### src/hdl/na_defines.svh
`ifndef NA_DEFINES_SVH
`define NA_DEFINES_SVH

////////////////////////////////////////////////////////////
// NoC side
////////////////////////////////////////////////////////////

// Width of one flit on the network channel
`define NA_FLIT_WIDTH 32

// Entries per flit FIFO, a power of two (2, 4 or 8)
`define NA_FIFO_DEPTH 4

// Identity of this tile, matched against the header destination
`define NA_TILE_ID 5'd3

////////////////////////////////////////////////////////////
// Bus side
////////////////////////////////////////////////////////////

`define NA_APB_AW 12

`endif

### src/hdl/na_noc_pkg.sv
`include "na_defines.svh"

package na_noc_pkg;

  ////////////////////////////////////////////////////////////
  // Flit word
  ////////////////////////////////////////////////////////////

  // One flit as carried on the channel
  typedef logic [`NA_FLIT_WIDTH-1:0] flit_t;

  ////////////////////////////////////////////////////////////
  // Flit views
  ////////////////////////////////////////////////////////////

  // First flit of a packet is a header, the rest are payload.
  // The same word is read either way, depending on position.
  typedef union packed {
    // Header view
    struct packed {
      // Destination tile
      logic [4:0]  dest;
      // Message class
      logic [2:0]  cls;
      // Sending tile
      logic [4:0]  src;
      // Free for software
      logic [18:0] payload;
    } hdr;
    // Whole data word
    flit_t raw;
  } flit_u;

endpackage

### src/hdl/na_bus_pkg.sv
package na_bus_pkg;

  ////////////////////////////////////////////////////////////
  // Address map
  ////////////////////////////////////////////////////////////

  // Region selected by address bits 11 to 8, others unmapped
  typedef enum logic [3:0] {
    REGION_CONF = 4'd0,
    REGION_MP   = 4'd1
  } region_e;

  // Configuration block, byte offsets
  typedef enum logic [7:0] {
    TILE_ID    = 8'h00,
    IRQ_EN     = 8'h04,
    DROP_COUNT = 8'h08
  } conf_reg_e;

  // Message-passing endpoint, byte offsets
  typedef enum logic [7:0] {
    // Push, last clear
    SEND      = 8'h00,
    // Push, last set
    SEND_LAST = 8'h04,
    // Pop head of receive FIFO
    RECV      = 8'h08,
    STATUS    = 8'h0C
  } mp_reg_e;

endpackage

### src/hdl/na_flit_fifo.sv
`include "na_defines.svh"

module na_flit_fifo (
  input  logic                                 clk_i,
  input  logic                                 rst_n_i,
  input  logic                                 push_i,
  input  na_noc_pkg::flit_t                    push_flit_i,
  input  logic                                 push_last_i,
  input  logic                                 pop_i,
  output na_noc_pkg::flit_t                    head_flit_o,
  output logic                                 head_last_o,
  output logic [$clog2(`NA_FIFO_DEPTH+1)-1:0]  count_o,
  output logic                                 full_o,
  output logic                                 empty_o
);
  import na_noc_pkg::*;

  localparam int unsigned DEPTH = `NA_FIFO_DEPTH;
  localparam int unsigned PW    = $clog2(DEPTH);

  flit_t         mem_flit [DEPTH];
  logic          mem_last [DEPTH];
  logic [PW-1:0] wr_ptr;
  logic [PW-1:0] rd_ptr;
  logic          do_push;
  logic          do_pop;

  // Overflow and underflow requests are dropped here
  assign do_push = push_i && !full_o;
  assign do_pop  = pop_i && !empty_o;

  assign full_o  = (count_o == DEPTH);
  assign empty_o = (count_o == '0);

  assign head_flit_o = mem_flit[rd_ptr];
  assign head_last_o = mem_last[rd_ptr];

  // Pointers wrap on their own since depth is a power of two
  always_ff @(posedge clk_i) begin
    if (!rst_n_i) begin
      wr_ptr  <= '0;
      rd_ptr  <= '0;
      count_o <= '0;
    end else begin
      if (do_push) wr_ptr <= wr_ptr + 1'b1;
      if (do_pop)  rd_ptr <= rd_ptr + 1'b1;
      case ({do_push, do_pop})
        2'b10:   count_o <= count_o + 1'b1;
        2'b01:   count_o <= count_o - 1'b1;
        default: count_o <= count_o;
      endcase
    end
  end

  always_ff @(posedge clk_i) begin
    if (do_push) begin
      mem_flit[wr_ptr] <= push_flit_i;
      mem_last[wr_ptr] <= push_last_i;
    end
  end

endmodule

### src/hdl/na_conf.sv
`include "na_defines.svh"

module na_conf (
  input  logic        clk_i,
  input  logic        rst_n_i,
  input  logic        sel_i,
  input  logic        penable_i,
  input  logic        pwrite_i,
  input  logic [7:0]  addr_i,
  input  logic [31:0] wdata_i,
  output logic [31:0] rdata_o,
  output logic        ready_o,
  output logic        err_o,
  input  logic        drop_i,
  output logic        irq_en_o
);
  import na_bus_pkg::*;

  conf_reg_e  offset;
  logic       wr_access;
  logic       irq_en;
  logic [7:0] drop_count;

  assign offset    = conf_reg_e'(addr_i);
  assign wr_access = sel_i && penable_i && pwrite_i;

  // No wait states in this block
  assign ready_o = sel_i;
  assign err_o   = sel_i && pwrite_i && !(offset inside {TILE_ID, IRQ_EN, DROP_COUNT});

  assign irq_en_o = irq_en;

  ////////////////////////////////////////////////////////////
  // Registers
  ////////////////////////////////////////////////////////////

  always_ff @(posedge clk_i) begin
    if (!rst_n_i) begin
      irq_en     <= 1'b0;
      drop_count <= '0;
    end else begin
      if (wr_access && offset == IRQ_EN) irq_en <= wdata_i[0];
      // A clear keeps a drop arriving in the same cycle
      if (wr_access && offset == DROP_COUNT) begin
        drop_count <= {7'd0, drop_i};
      end else if (drop_i && drop_count != 8'hff) begin
        drop_count <= drop_count + 8'd1;
      end
    end
  end

  // Read mux
  always_comb begin
    case (offset)
      TILE_ID:    rdata_o = {27'd0, `NA_TILE_ID};
      IRQ_EN:     rdata_o = {31'd0, irq_en};
      DROP_COUNT: rdata_o = {24'd0, drop_count};
      default:    rdata_o = '0;
    endcase
  end

endmodule

### src/hdl/na_mp_endpoint.sv
`include "na_defines.svh"

module na_mp_endpoint (
  input  logic              clk_i,
  input  logic              rst_n_i,
  input  logic              sel_i,
  input  logic              penable_i,
  input  logic              pwrite_i,
  input  logic [7:0]        addr_i,
  input  logic [31:0]       wdata_i,
  output logic [31:0]       rdata_o,
  output logic              ready_o,
  output logic              err_o,
  input  logic              irq_en_i,
  output logic              irq_o,
  output logic              drop_o,
  input  na_noc_pkg::flit_t noc_in_flit_i,
  input  logic              noc_in_last_i,
  input  logic              noc_in_valid_i,
  output logic              noc_in_ready_o,
  output na_noc_pkg::flit_t noc_out_flit_o,
  output logic              noc_out_last_o,
  output logic              noc_out_valid_o,
  input  logic              noc_out_ready_i
);
  import na_noc_pkg::*;
  import na_bus_pkg::*;

  localparam int unsigned CNT_W = $clog2(`NA_FIFO_DEPTH + 1);

  mp_reg_e    offset;
  logic       access;
  logic       send_off;
  logic       tx_push;
  logic       tx_pop;
  logic       tx_full;
  logic       tx_empty;
  logic [CNT_W-1:0] tx_count;
  logic [CNT_W-1:0] rx_count;
  logic       rx_push;
  logic       rx_pop;
  logic       rx_full;
  logic       rx_empty;
  flit_t      rx_head_flit;
  logic       rx_head_last;
  logic [3:0] rx_cnt4;
  logic [3:0] tx_free4;
  logic [31:0] status_word;
  flit_u      in_word;
  logic       in_xfer;
  logic       in_pkt;
  logic       dropping;
  logic       misrouted;
  logic       irq_q;

  assign offset   = mp_reg_e'(addr_i);
  assign access   = sel_i && penable_i;
  assign send_off = (offset == SEND) || (offset == SEND_LAST);

  ////////////////////////////////////////////////////////////
  // Send path
  ////////////////////////////////////////////////////////////

  // Stall the bus while the transmit FIFO has no room
  assign ready_o = sel_i && !(pwrite_i && send_off && tx_full);
  assign tx_push = access && pwrite_i && send_off && !tx_full;
  assign tx_pop  = noc_out_valid_o && noc_out_ready_i;

  assign noc_out_valid_o = !tx_empty;

  na_flit_fifo tx_fifo (
    .clk_i       (clk_i),
    .rst_n_i     (rst_n_i),
    .push_i      (tx_push),
    .push_flit_i (wdata_i),
    .push_last_i (offset == SEND_LAST),
    .pop_i       (tx_pop),
    .head_flit_o (noc_out_flit_o),
    .head_last_o (noc_out_last_o),
    .count_o     (tx_count),
    .full_o      (tx_full),
    .empty_o     (tx_empty)
  );

  ////////////////////////////////////////////////////////////
  // Receive path
  ////////////////////////////////////////////////////////////

  assign in_word = noc_in_flit_i;
  assign in_xfer = noc_in_valid_i && noc_in_ready_o;

  // Header flit for another tile
  assign misrouted = !in_pkt && (in_word.hdr.dest != `NA_TILE_ID);

  assign noc_in_ready_o = dropping || !rx_full;
  assign rx_push        = in_xfer && !dropping && !misrouted;
  assign drop_o         = in_xfer && noc_in_last_i && (dropping || misrouted);

  always_ff @(posedge clk_i) begin
    if (!rst_n_i) begin
      in_pkt   <= 1'b0;
      dropping <= 1'b0;
    end else if (in_xfer) begin
      in_pkt <= !noc_in_last_i;
      if (noc_in_last_i) begin
        dropping <= 1'b0;
      end else if (misrouted) begin
        dropping <= 1'b1;
      end
    end
  end

  na_flit_fifo rx_fifo (
    .clk_i       (clk_i),
    .rst_n_i     (rst_n_i),
    .push_i      (rx_push),
    .push_flit_i (in_word.raw),
    .push_last_i (noc_in_last_i),
    .pop_i       (rx_pop),
    .head_flit_o (rx_head_flit),
    .head_last_o (rx_head_last),
    .count_o     (rx_count),
    .full_o      (rx_full),
    .empty_o     (rx_empty)
  );

  ////////////////////////////////////////////////////////////
  // Register reads
  ////////////////////////////////////////////////////////////

  assign rx_pop = access && !pwrite_i && (offset == RECV) && !rx_empty;

  // Reading an empty FIFO or writing a read-only offset is an error
  assign err_o = sel_i && ((!pwrite_i && offset == RECV && rx_empty) ||
                           (pwrite_i && !send_off));

  assign rx_cnt4     = 4'(rx_count);
  assign tx_free4    = 4'(`NA_FIFO_DEPTH) - 4'(tx_count);
  assign status_word = {12'd0, tx_free4, 7'd0, rx_head_last && !rx_empty, 4'd0, rx_cnt4};

  always_comb begin
    case (offset)
      RECV:    rdata_o = rx_head_flit;
      STATUS:  rdata_o = status_word;
      default: rdata_o = '0;
    endcase
  end

  // Interrupt while enabled and data waits
  always_ff @(posedge clk_i) begin
    if (!rst_n_i) begin
      irq_q <= 1'b0;
    end else begin
      irq_q <= irq_en_i && !rx_empty;
    end
  end

  assign irq_o = irq_q;

endmodule

### src/hdl/na_apb_decode.sv
`include "na_defines.svh"

module na_apb_decode (
  input  logic                  psel_i,
  input  logic                  penable_i,
  input  logic                  pwrite_i,
  input  logic [`NA_APB_AW-1:0] paddr_i,
  input  logic [31:0]           pwdata_i,
  output logic [31:0]           prdata_o,
  output logic                  pready_o,
  output logic                  pslverr_o,
  output logic                  conf_sel_o,
  output logic                  mp_sel_o,
  output logic                  penable_o,
  output logic                  pwrite_o,
  output logic [7:0]            addr_o,
  output logic [31:0]           wdata_o,
  input  logic [31:0]           conf_rdata_i,
  input  logic                  conf_ready_i,
  input  logic                  conf_err_i,
  input  logic [31:0]           mp_rdata_i,
  input  logic                  mp_ready_i,
  input  logic                  mp_err_i
);
  import na_bus_pkg::*;

  region_e region;
  logic    slv_err;

  assign region = region_e'(paddr_i[`NA_APB_AW-1:8]);

  // Shared request lines
  assign penable_o = penable_i;
  assign pwrite_o  = pwrite_i;
  assign addr_o    = paddr_i[7:0];
  assign wdata_o   = pwdata_i;

  ////////////////////////////////////////////////////////////
  // Select and response merge
  ////////////////////////////////////////////////////////////

  always_comb begin
    conf_sel_o = 1'b0;
    mp_sel_o   = 1'b0;
    case (region)
      REGION_CONF: begin
        conf_sel_o = psel_i;
        prdata_o   = conf_rdata_i;
        pready_o   = conf_ready_i;
        slv_err    = conf_err_i;
      end
      REGION_MP: begin
        mp_sel_o = psel_i;
        prdata_o = mp_rdata_i;
        pready_o = mp_ready_i;
        slv_err  = mp_err_i;
      end
      // Unmapped, answered here at once
      default: begin
        prdata_o = '0;
        pready_o = psel_i;
        slv_err  = psel_i;
      end
    endcase
  end

  // Error only shows in the access phase
  assign pslverr_o = penable_i && slv_err;

endmodule

### src/hdl/na_top.sv
`include "na_defines.svh"

module na_top (
  input  logic                  clk_i,
  input  logic                  rst_n_i,
  input  logic                  psel_i,
  input  logic                  penable_i,
  input  logic                  pwrite_i,
  input  logic [`NA_APB_AW-1:0] paddr_i,
  input  logic [31:0]           pwdata_i,
  output logic [31:0]           prdata_o,
  output logic                  pready_o,
  output logic                  pslverr_o,
  input  na_noc_pkg::flit_t     noc_in_flit_i,
  input  logic                  noc_in_last_i,
  input  logic                  noc_in_valid_i,
  output logic                  noc_in_ready_o,
  output na_noc_pkg::flit_t     noc_out_flit_o,
  output logic                  noc_out_last_o,
  output logic                  noc_out_valid_o,
  input  logic                  noc_out_ready_i,
  output logic                  irq_o
);

  ////////////////////////////////////////////////////////////
  // Internal bus
  ////////////////////////////////////////////////////////////

  logic        conf_sel;
  logic        mp_sel;
  logic        penable;
  logic        pwrite;
  logic [7:0]  addr;
  logic [31:0] wdata;
  logic [31:0] conf_rdata;
  logic        conf_ready;
  logic        conf_err;
  logic [31:0] mp_rdata;
  logic        mp_ready;
  logic        mp_err;

  // Between configuration and endpoint
  logic        drop;
  logic        irq_en;

  na_apb_decode u_decode (
    .psel_i       (psel_i),
    .penable_i    (penable_i),
    .pwrite_i     (pwrite_i),
    .paddr_i      (paddr_i),
    .pwdata_i     (pwdata_i),
    .prdata_o     (prdata_o),
    .pready_o     (pready_o),
    .pslverr_o    (pslverr_o),
    .conf_sel_o   (conf_sel),
    .mp_sel_o     (mp_sel),
    .penable_o    (penable),
    .pwrite_o     (pwrite),
    .addr_o       (addr),
    .wdata_o      (wdata),
    .conf_rdata_i (conf_rdata),
    .conf_ready_i (conf_ready),
    .conf_err_i   (conf_err),
    .mp_rdata_i   (mp_rdata),
    .mp_ready_i   (mp_ready),
    .mp_err_i     (mp_err)
  );

  na_conf u_conf (
    .clk_i     (clk_i),
    .rst_n_i   (rst_n_i),
    .sel_i     (conf_sel),
    .penable_i (penable),
    .pwrite_i  (pwrite),
    .addr_i    (addr),
    .wdata_i   (wdata),
    .rdata_o   (conf_rdata),
    .ready_o   (conf_ready),
    .err_o     (conf_err),
    .drop_i    (drop),
    .irq_en_o  (irq_en)
  );

  na_mp_endpoint u_mp (
    .clk_i           (clk_i),
    .rst_n_i         (rst_n_i),
    .sel_i           (mp_sel),
    .penable_i       (penable),
    .pwrite_i        (pwrite),
    .addr_i          (addr),
    .wdata_i         (wdata),
    .rdata_o         (mp_rdata),
    .ready_o         (mp_ready),
    .err_o           (mp_err),
    .irq_en_i        (irq_en),
    .irq_o           (irq_o),
    .drop_o          (drop),
    .noc_in_flit_i   (noc_in_flit_i),
    .noc_in_last_i   (noc_in_last_i),
    .noc_in_valid_i  (noc_in_valid_i),
    .noc_in_ready_o  (noc_in_ready_o),
    .noc_out_flit_o  (noc_out_flit_o),
    .noc_out_last_o  (noc_out_last_o),
    .noc_out_valid_o (noc_out_valid_o),
    .noc_out_ready_i (noc_out_ready_i)
  );

endmodule

### config.mk
export PLATFORM = sky130hd
export DESIGN_NAME = na_top
export DESIGN_NICKNAME = d
export VERILOG_FILES = /design/src/hdl/na_noc_pkg.sv /design/src/hdl/na_bus_pkg.sv /design/src/hdl/na_flit_fifo.sv /design/src/hdl/na_conf.sv /design/src/hdl/na_mp_endpoint.sv /design/src/hdl/na_apb_decode.sv /design/src/hdl/na_top.sv
export VERILOG_INCLUDE_DIRS = /design/src /design/src/hdl
export SDC_FILE = /design/constraint.sdc
export NUM_CORES = 1
export LEC_CHECK = 0
export ABC_AREA = 1
export BUFFER_PORTS_ARGS = -buffer_cell sky130_fd_sc_hd__buf_4
export CORE_ASPECT_RATIO = 1.4
export CORE_MARGIN = 2
export CORE_UTILIZATION = 50
export DETAILED_ROUTE_END_ITERATION = 10
export HOLD_SLACK_MARGIN = 0.12
export PLACE_DENSITY = 0.71
export SLEW_MARGIN = 0
export SYNTH_ARGS = -nofsm -noshare
export SYNTH_HDL_FRONTEND = slang
export SYNTH_SLANG_ARGS = --single-unit
### constraint.sdc
create_clock -name clk_i -period 5.8 [get_ports clk_i]
set_input_delay 1.16 -clock clk_i [delete_from_list [all_inputs] [get_ports clk_i]]
set_output_delay 1.16 -clock clk_i [all_outputs]
set_load 0.02 [all_outputs]
* Word level (Yosys, flattened, before mapping)
Memories as Yosys holds them, arrays and structs flattened. A register that Yosys moved wholly into a read port is not among the register bits.
Cells that the tools add are included.
** Word-level totals
- Memory bits (writable) :: 264
- Input port bits :: 84
- Bits in registers :: 26
- Word-level logic and storage cells :: 126
- Output and inout bits :: 70
- Memories kept :: 4
** Cells by class
- Add/sub/neg operators :: 10
- Mux-type cells :: 25
- Bitwise operators :: 1
- Equality and inequality tests :: 12
- Reductions and logical operators :: 62
** Memory list
- u_mp.rx_fifo.mem_flit :: depth 4, bits a word 32, read ports 1, clocked after memory_dff 1, wr ports 1, line na_flit_fifo.sv:21 : flit_t mem_flit [DEPTH];
- u_mp.tx_fifo.mem_flit :: depth 4, bits a word 32, read ports 1, clocked after memory_dff 1, wr ports 1, line na_flit_fifo.sv:21
- u_mp.rx_fifo.mem_last :: depth 4, bits a word 1, read ports 1, clocked after memory_dff 1, wr ports 1, line na_flit_fifo.sv:22 : logic mem_last [DEPTH];
- u_mp.tx_fifo.mem_last :: depth 4, bits a word 1, read ports 1, clocked after memory_dff 1, wr ports 1, line na_flit_fifo.sv:22
** Operators with widths (number)
- $pmux 32 s2 :: 2
- $logic_and 1x1->1 :: 35
- $pmux 8 s3 :: 1
- $eq 8x4->1 const B :: 2
- $mux 2 :: 8
- $logic_not 1->1 :: 12
- $pmux 3 s2 :: 2
- $mux 1 :: 10
- $add 2x1->2 const B :: 4
- $add 8x1->8 const B :: 1
- $eq 8x3->1 const B :: 1
- $logic_not 8->1 :: 1
- $ne 8x8->1 const B :: 1
- $reduce_bool 2->1 :: 4
- $add 3x1->3 const B :: 2
- $eq 3x3->1 const B :: 2
- $logic_not 3->1 :: 2
- $sub 3x1->3 const B :: 2
- $ne 5x2->1 const B :: 1
- $eq 2x1->1 const B :: 2
- $eq 2x2->1 const B :: 2
- $eq 4x1->1 const B :: 1
- $logic_not 4->1 :: 1
- $logic_or 1x1->1 :: 4
- other kinds (6) :: 7

* Depth between registers and ports, before layout
- Depth in word-level cells :: 9
- Depth in mapped cells :: 13

* Modules after synthesis
A second synthesis with hierarchy kept.
** Unflattened totals
- Cell total of the unflattened synthesis :: 1209
- Area, all modules :: 13325.3 um^2
** Modules (own cells, without submodules)
- na_flit_fifo (u_mp.tx_fifo) :: instances 1, area each 5408.9 um^2, sequential area each 4144.0 um^2, cells an instance 388
- na_flit_fifo (u_mp.rx_fifo) :: instances 1, area each 5407.7 um^2, sequential area each 4144.0 um^2, cells an instance 389
- na_apb_decode :: instances 1, area each 889.6 um^2, sequential area each 0.0 um^2, cells an instance 171
- na_conf :: instances 1, area each 847.1 um^2, sequential area each 180.2 um^2, cells an instance 133
- na_mp_endpoint :: instances 1, area each 772.0 um^2, sequential area each 60.1 um^2, cells an instance 128

* Worst setup path after synthesis
OpenSTA, ideal clock, no wires.
- Kind :: in2reg
- From :: input port paddr_i[5]
- To :: memory u_mp.tx_fifo.mem_flit[0][0] (netlist name) (enable)
- Stages :: 7
- Setup time :: 423 ps
- Arrival time :: 3181 ps
- Path slack :: 2196 ps
- Path buffers :: 0
- Cells stage by stage :: nor2_1 nand3_2 clkinv_1 nand3_1 inv_2 nand3_4 nor2_1
** Between the ends
- Cells in the longest elaborated chain, start to end :: 7
- Elaborated cells between the ends (all ways) :: 8
** RTL lines
- from (decl) :: line na_top.sv:9 : input logic [`NA_APB_AW-1:0] paddr_i,
- $eq 8x3->1 or $logic_not 8->1 (tied branches) :: line na_mp_endpoint.sv:58 : assign send_off = (offset == SEND) || (offset == SEND_LAST);
- $logic_or 1x1->1 (*) :: line na_mp_endpoint.sv:58
- $logic_and 1x1->1 (*) (2 in series) :: line na_mp_endpoint.sv:66 : assign tx_push = access && pwrite_i && send_off && !tx_full;
- $logic_and 1x1->1 (*) :: line na_flit_fifo.sv:29 : assign do_push = push_i && !full_o;
- $mux 1 (*) :: line na_flit_fifo.sv:56 : if (do_push) begin
- $mux 1 (implied by the code) (*) :: line na_flit_fifo.sv:57 : mem_flit[wr_ptr] <= push_flit_i;
- to (decl) :: line na_flit_fifo.sv:21
Mark *: on every way between the ends. The rest lies on a longest branch, timed or not.

==> run_results.csv <==
group,metric,value,unit
setup_path,worst_ep_required_time,4.64,ns
timing,finalSetupViolCount,0,
timing,max_freq,262,MHz
detailed_routing,routedWlPerCell,17.5,µm
timing,hold_viol,0,
power,p_comb_share,2.9,%
timing,period_minus_slack,3.82,ns
floorplan,fp.dieH,187,µm
min_path,holdPathEnd,"u_mp.in_pkt$_SDFFE_PN0N_",
global_routing,grt_max_degree,68,
floorplan,die_w,135,µm
setup_path,crit_type,"register to output port",
layout,final_nets,1220,
power,power_frac_seq,53.9,%
timing,slew_violations,0,
layout,regArea,8530,µm²
setup_path,r2r_start,"u_mp.tx_fifo.count_o[0]$_SDFFE_PN0P_",
synth,netlist.top_cell.by_area,"edfxtp_1",
setup_path,critical_path.slowest_cell,"inv_2",
timing,fin_skew,0.0127,ns
min_path,hold_class,"register to register",
detailed_routing,viasPerCell,5.42,
power,p_total,4320,µW
placed_design,dpl.hpwl,15100,µm
power,power_density,301,nW/µm²
setup_path,critPathMostFrequentCell,"buf_4",
synth,syn_inst,974,
clocking,clkSlewWorstSetupHoldPaths,0.07,ns
setup_path,r2r-end,"u_mp.tx_fifo.count_o[2]$_SDFFE_PN0P_",
clocking,clkSinkCount,294,
detailed_routing,ant_nets,0,
floorplan,die-area,25200,µm²
timing,rsz0062_at_grt,"false",
floorplan,core_region_area,23400,µm²
layout,final_common_cell,"edfxtp_1",
synth,yosysTopAreaCellShare,66.3,%
clocking,cts_tree,"yes",
power,internal_power,3510,µW
timing,relSlewSlack,26.0,%
timing,fin_tns_setup,0,ns
power,irDropWorstVdd,264,µV
setup_path,cp-end-kind,"output port",
floorplan,initial_core_util,51.2,%
layout,final_cell_mix,"edfxtp_1, nor2_1, buf_4",
run,cap_violations,0,
layout,num_antenna_cells,0,
synth,ys_ff_latch,294,
global_routing,grt_pass1_wl,39200,µm
synth,syn-cell-area,12000,µm²
layout,area_growth,20.2,%
floorplan,io_pins,154,
layout,nFillCells,1844,
setup_path,cp_num_buf_inv,3,
setup_path,ff2ff_setup_slack,3.31,ns
clocking,h-tree-depth,1,
clocking,numCtsBuffers,28,
clocking,clk_latency,0.54,ns
setup_path,worst_setup_path_start_kind,"register",
setup_path,worst-path-max-fanout,34,
placed_design,numPortBuffers,153,
detailed_routing,drtIter0Drc,470,
power,p_clk_share,43.2,%
synth,syn_nets,1074,
setup_path,arrival,2.66,ns
layout,stdcell_area,14400,µm²
min_path,worstHoldStart,"u_mp.in_pkt$_SDFFE_PN0N_",
synth,yosys.cell_types.count,36,
setup_path,cp_slowest_stage_delay,0.52,ns
power,switching_share,18.9,%
timing,worst_hold_slack,0.455,ns
clocking,cts_resized,0,
outcome,status,"finished clean",
synth,yosys_warnings,0,
placed_design,placed_area,13400,µm²
power,p_leak,0.00515,µW
detailed_routing,vias,7851,
power,switchingPower,815,µW
clocking,postCtsSetupBuffers,0,
global_routing,grt_pass1_vias,7523,
layout,drive_gt1_share,22.2,%
global_routing,grt_antenna_before_repair,0,
global_routing,track_usage,19.7,%
timing,period_share,65.9,%
synth,synth_top_cells_by_area,"edfxtp_1, nor2_1, o21ai_0, dfxtp_1, o22ai_1",
detailed_routing,dr.pass1.iters,5,
layout,multi_input_area,3050,µm²
clocking,cts_hold_buffers,0,
detailed_routing,wirelength,25300,µm
setup_path,crit_family,"buffers and inverters",
detailed_routing,drcViolationCount,0,
setup_path,rr_worst_depth,13,
synth,yosysSeqAreaShare,71.3,%
timing,tightest_slew,1.11,ns
placed_design,gp_congestion,0.864,
min_path,hold_depth,2,
clocking,clockRootBuffer,"clkbuf_16",
setup_path,crit_chain,"buf_4 > inv_2 > o21ai_0 > o22ai_1 > a22o_1 > buf_4",
clocking,clock_path_buffers,3,
floorplan,rows,66,
global_routing,grt_overflow,0,
synth,syn_avg_cell_area,12.3,µm²
Yosys cell counts, drive strengths merged:
cell type  number
edfxtp        264
nor2          209
o21ai         155
inv            59
nand2          53
a21oi          47
o22ai          47
clkbuf         30
dfxtp          30
nand3          19
buf            14
ha             14
nand4           8
xor2            6
clkinv          4
o211ai          4
a22o            3
nor3            3
fa              2
a221oi          1
nand2b          1
o2111ai         1
layout make-up:
type	count	area share [%]
Clock buffer	33	5.16
Clock inverter	19	1.55
Inverter	63	1.65
Multi-Input combinational cell	573	21.2
Sequential cell	294	59.4
Tap cell	306	2.67
Timing Repair Buffer	160	8.36
registers in the layout, summed over array words and instances (netlist names), named ones only:
name and cells:
u_mp.tx_fifo.count_o 3, u_mp.rx_fifo.rd_ptr 2, u_mp.tx_fifo.mem_last 4, u_mp.rx_fifo.count_o 3, u_mp.tx_fifo.rd_ptr 2, u_mp.rx_fifo.wr_ptr 2
u_mp.tx_fifo.wr_ptr 2, u_mp.rx_fifo.mem_flit 128, u_conf.irq_en_o 1, u_mp.irq_o 1, u_conf.drop_count 8, u_mp.in_pkt 1
u_mp.rx_fifo.mem_last 4, u_mp.tx_fifo.mem_flit 128, u_mp.dropping 1
layer usage:
metal	GRT usage, %	wire length, µm
met1	23.0	9800
met2	35.6	13200
met3	4.31	1790
met4	6.32	584
met5	0	0
per-stage QoR:
stage	std cells	setup WS [ns]	utilization, %
floorplan	974	2.20	-
global placement	1396	2.06	57.4
detailed placement	1396	2.04	57.4
CTS	1448	1.97	61.5
global route	1448	1.86	61.5
finish	1448	1.98	61.5
cell families after synthesis:
| family | Yosys count | synth area share, % |
|---|---|---|
| AOI/OAI and AO/OA | 258 | 11.9 |
| xor gates and xnor gates | 6 | 0.440 |
| adders and majority gates | 16 | 1.80 |
| buffers and inverters | 107 | 3.64 |
| DFF | 294 | 71.3 |
| and+or+nand+nor | 293 | 10.8 |
worst reg2reg max path, stage by stage, from the launching register on:
cell and delay, ns:
dfxtp_1 0.32, inv_1 0.12, ha_1 0.26, ha_1 0.22, inv_1 0.12, nand2_1 0.08
inv_1 0.14, ha_1 0.17, inv_1 0.07, fa_1 0.39, a21oi_1 0.15, o21ai_0 0.12
o21ai_0 0.17, a21oi_1 0.05
power groups by stage:
stage	sequential (µW)	clock [µW]	combinational [µW]
after floorplan	2370	0	43.9
final	2330	1870	126
after global placement	2370	0	123
after detailed placement	2370	0	126
after global routing	2330	1980	139
after CTS	2330	1900	127
how the worst max path moves through the flow:
stage | to | slack [ns] | cells past startpoint
floorplan | u_mp.tx_fifo.mem_flit[0][0]$_DFFE_PP_ | 2.20 | 7
CTS | prdata_o[4] | 1.97 | 6
detailed placement | prdata_o[0] | 2.04 | 11
global placement | prdata_o[0] | 2.06 | 11
global route | prdata_o[1] | 1.86 | 10
finish | prdata_o[5] | 1.98 | 6
No activity file was read; power rests on OpenSTA's default activity.
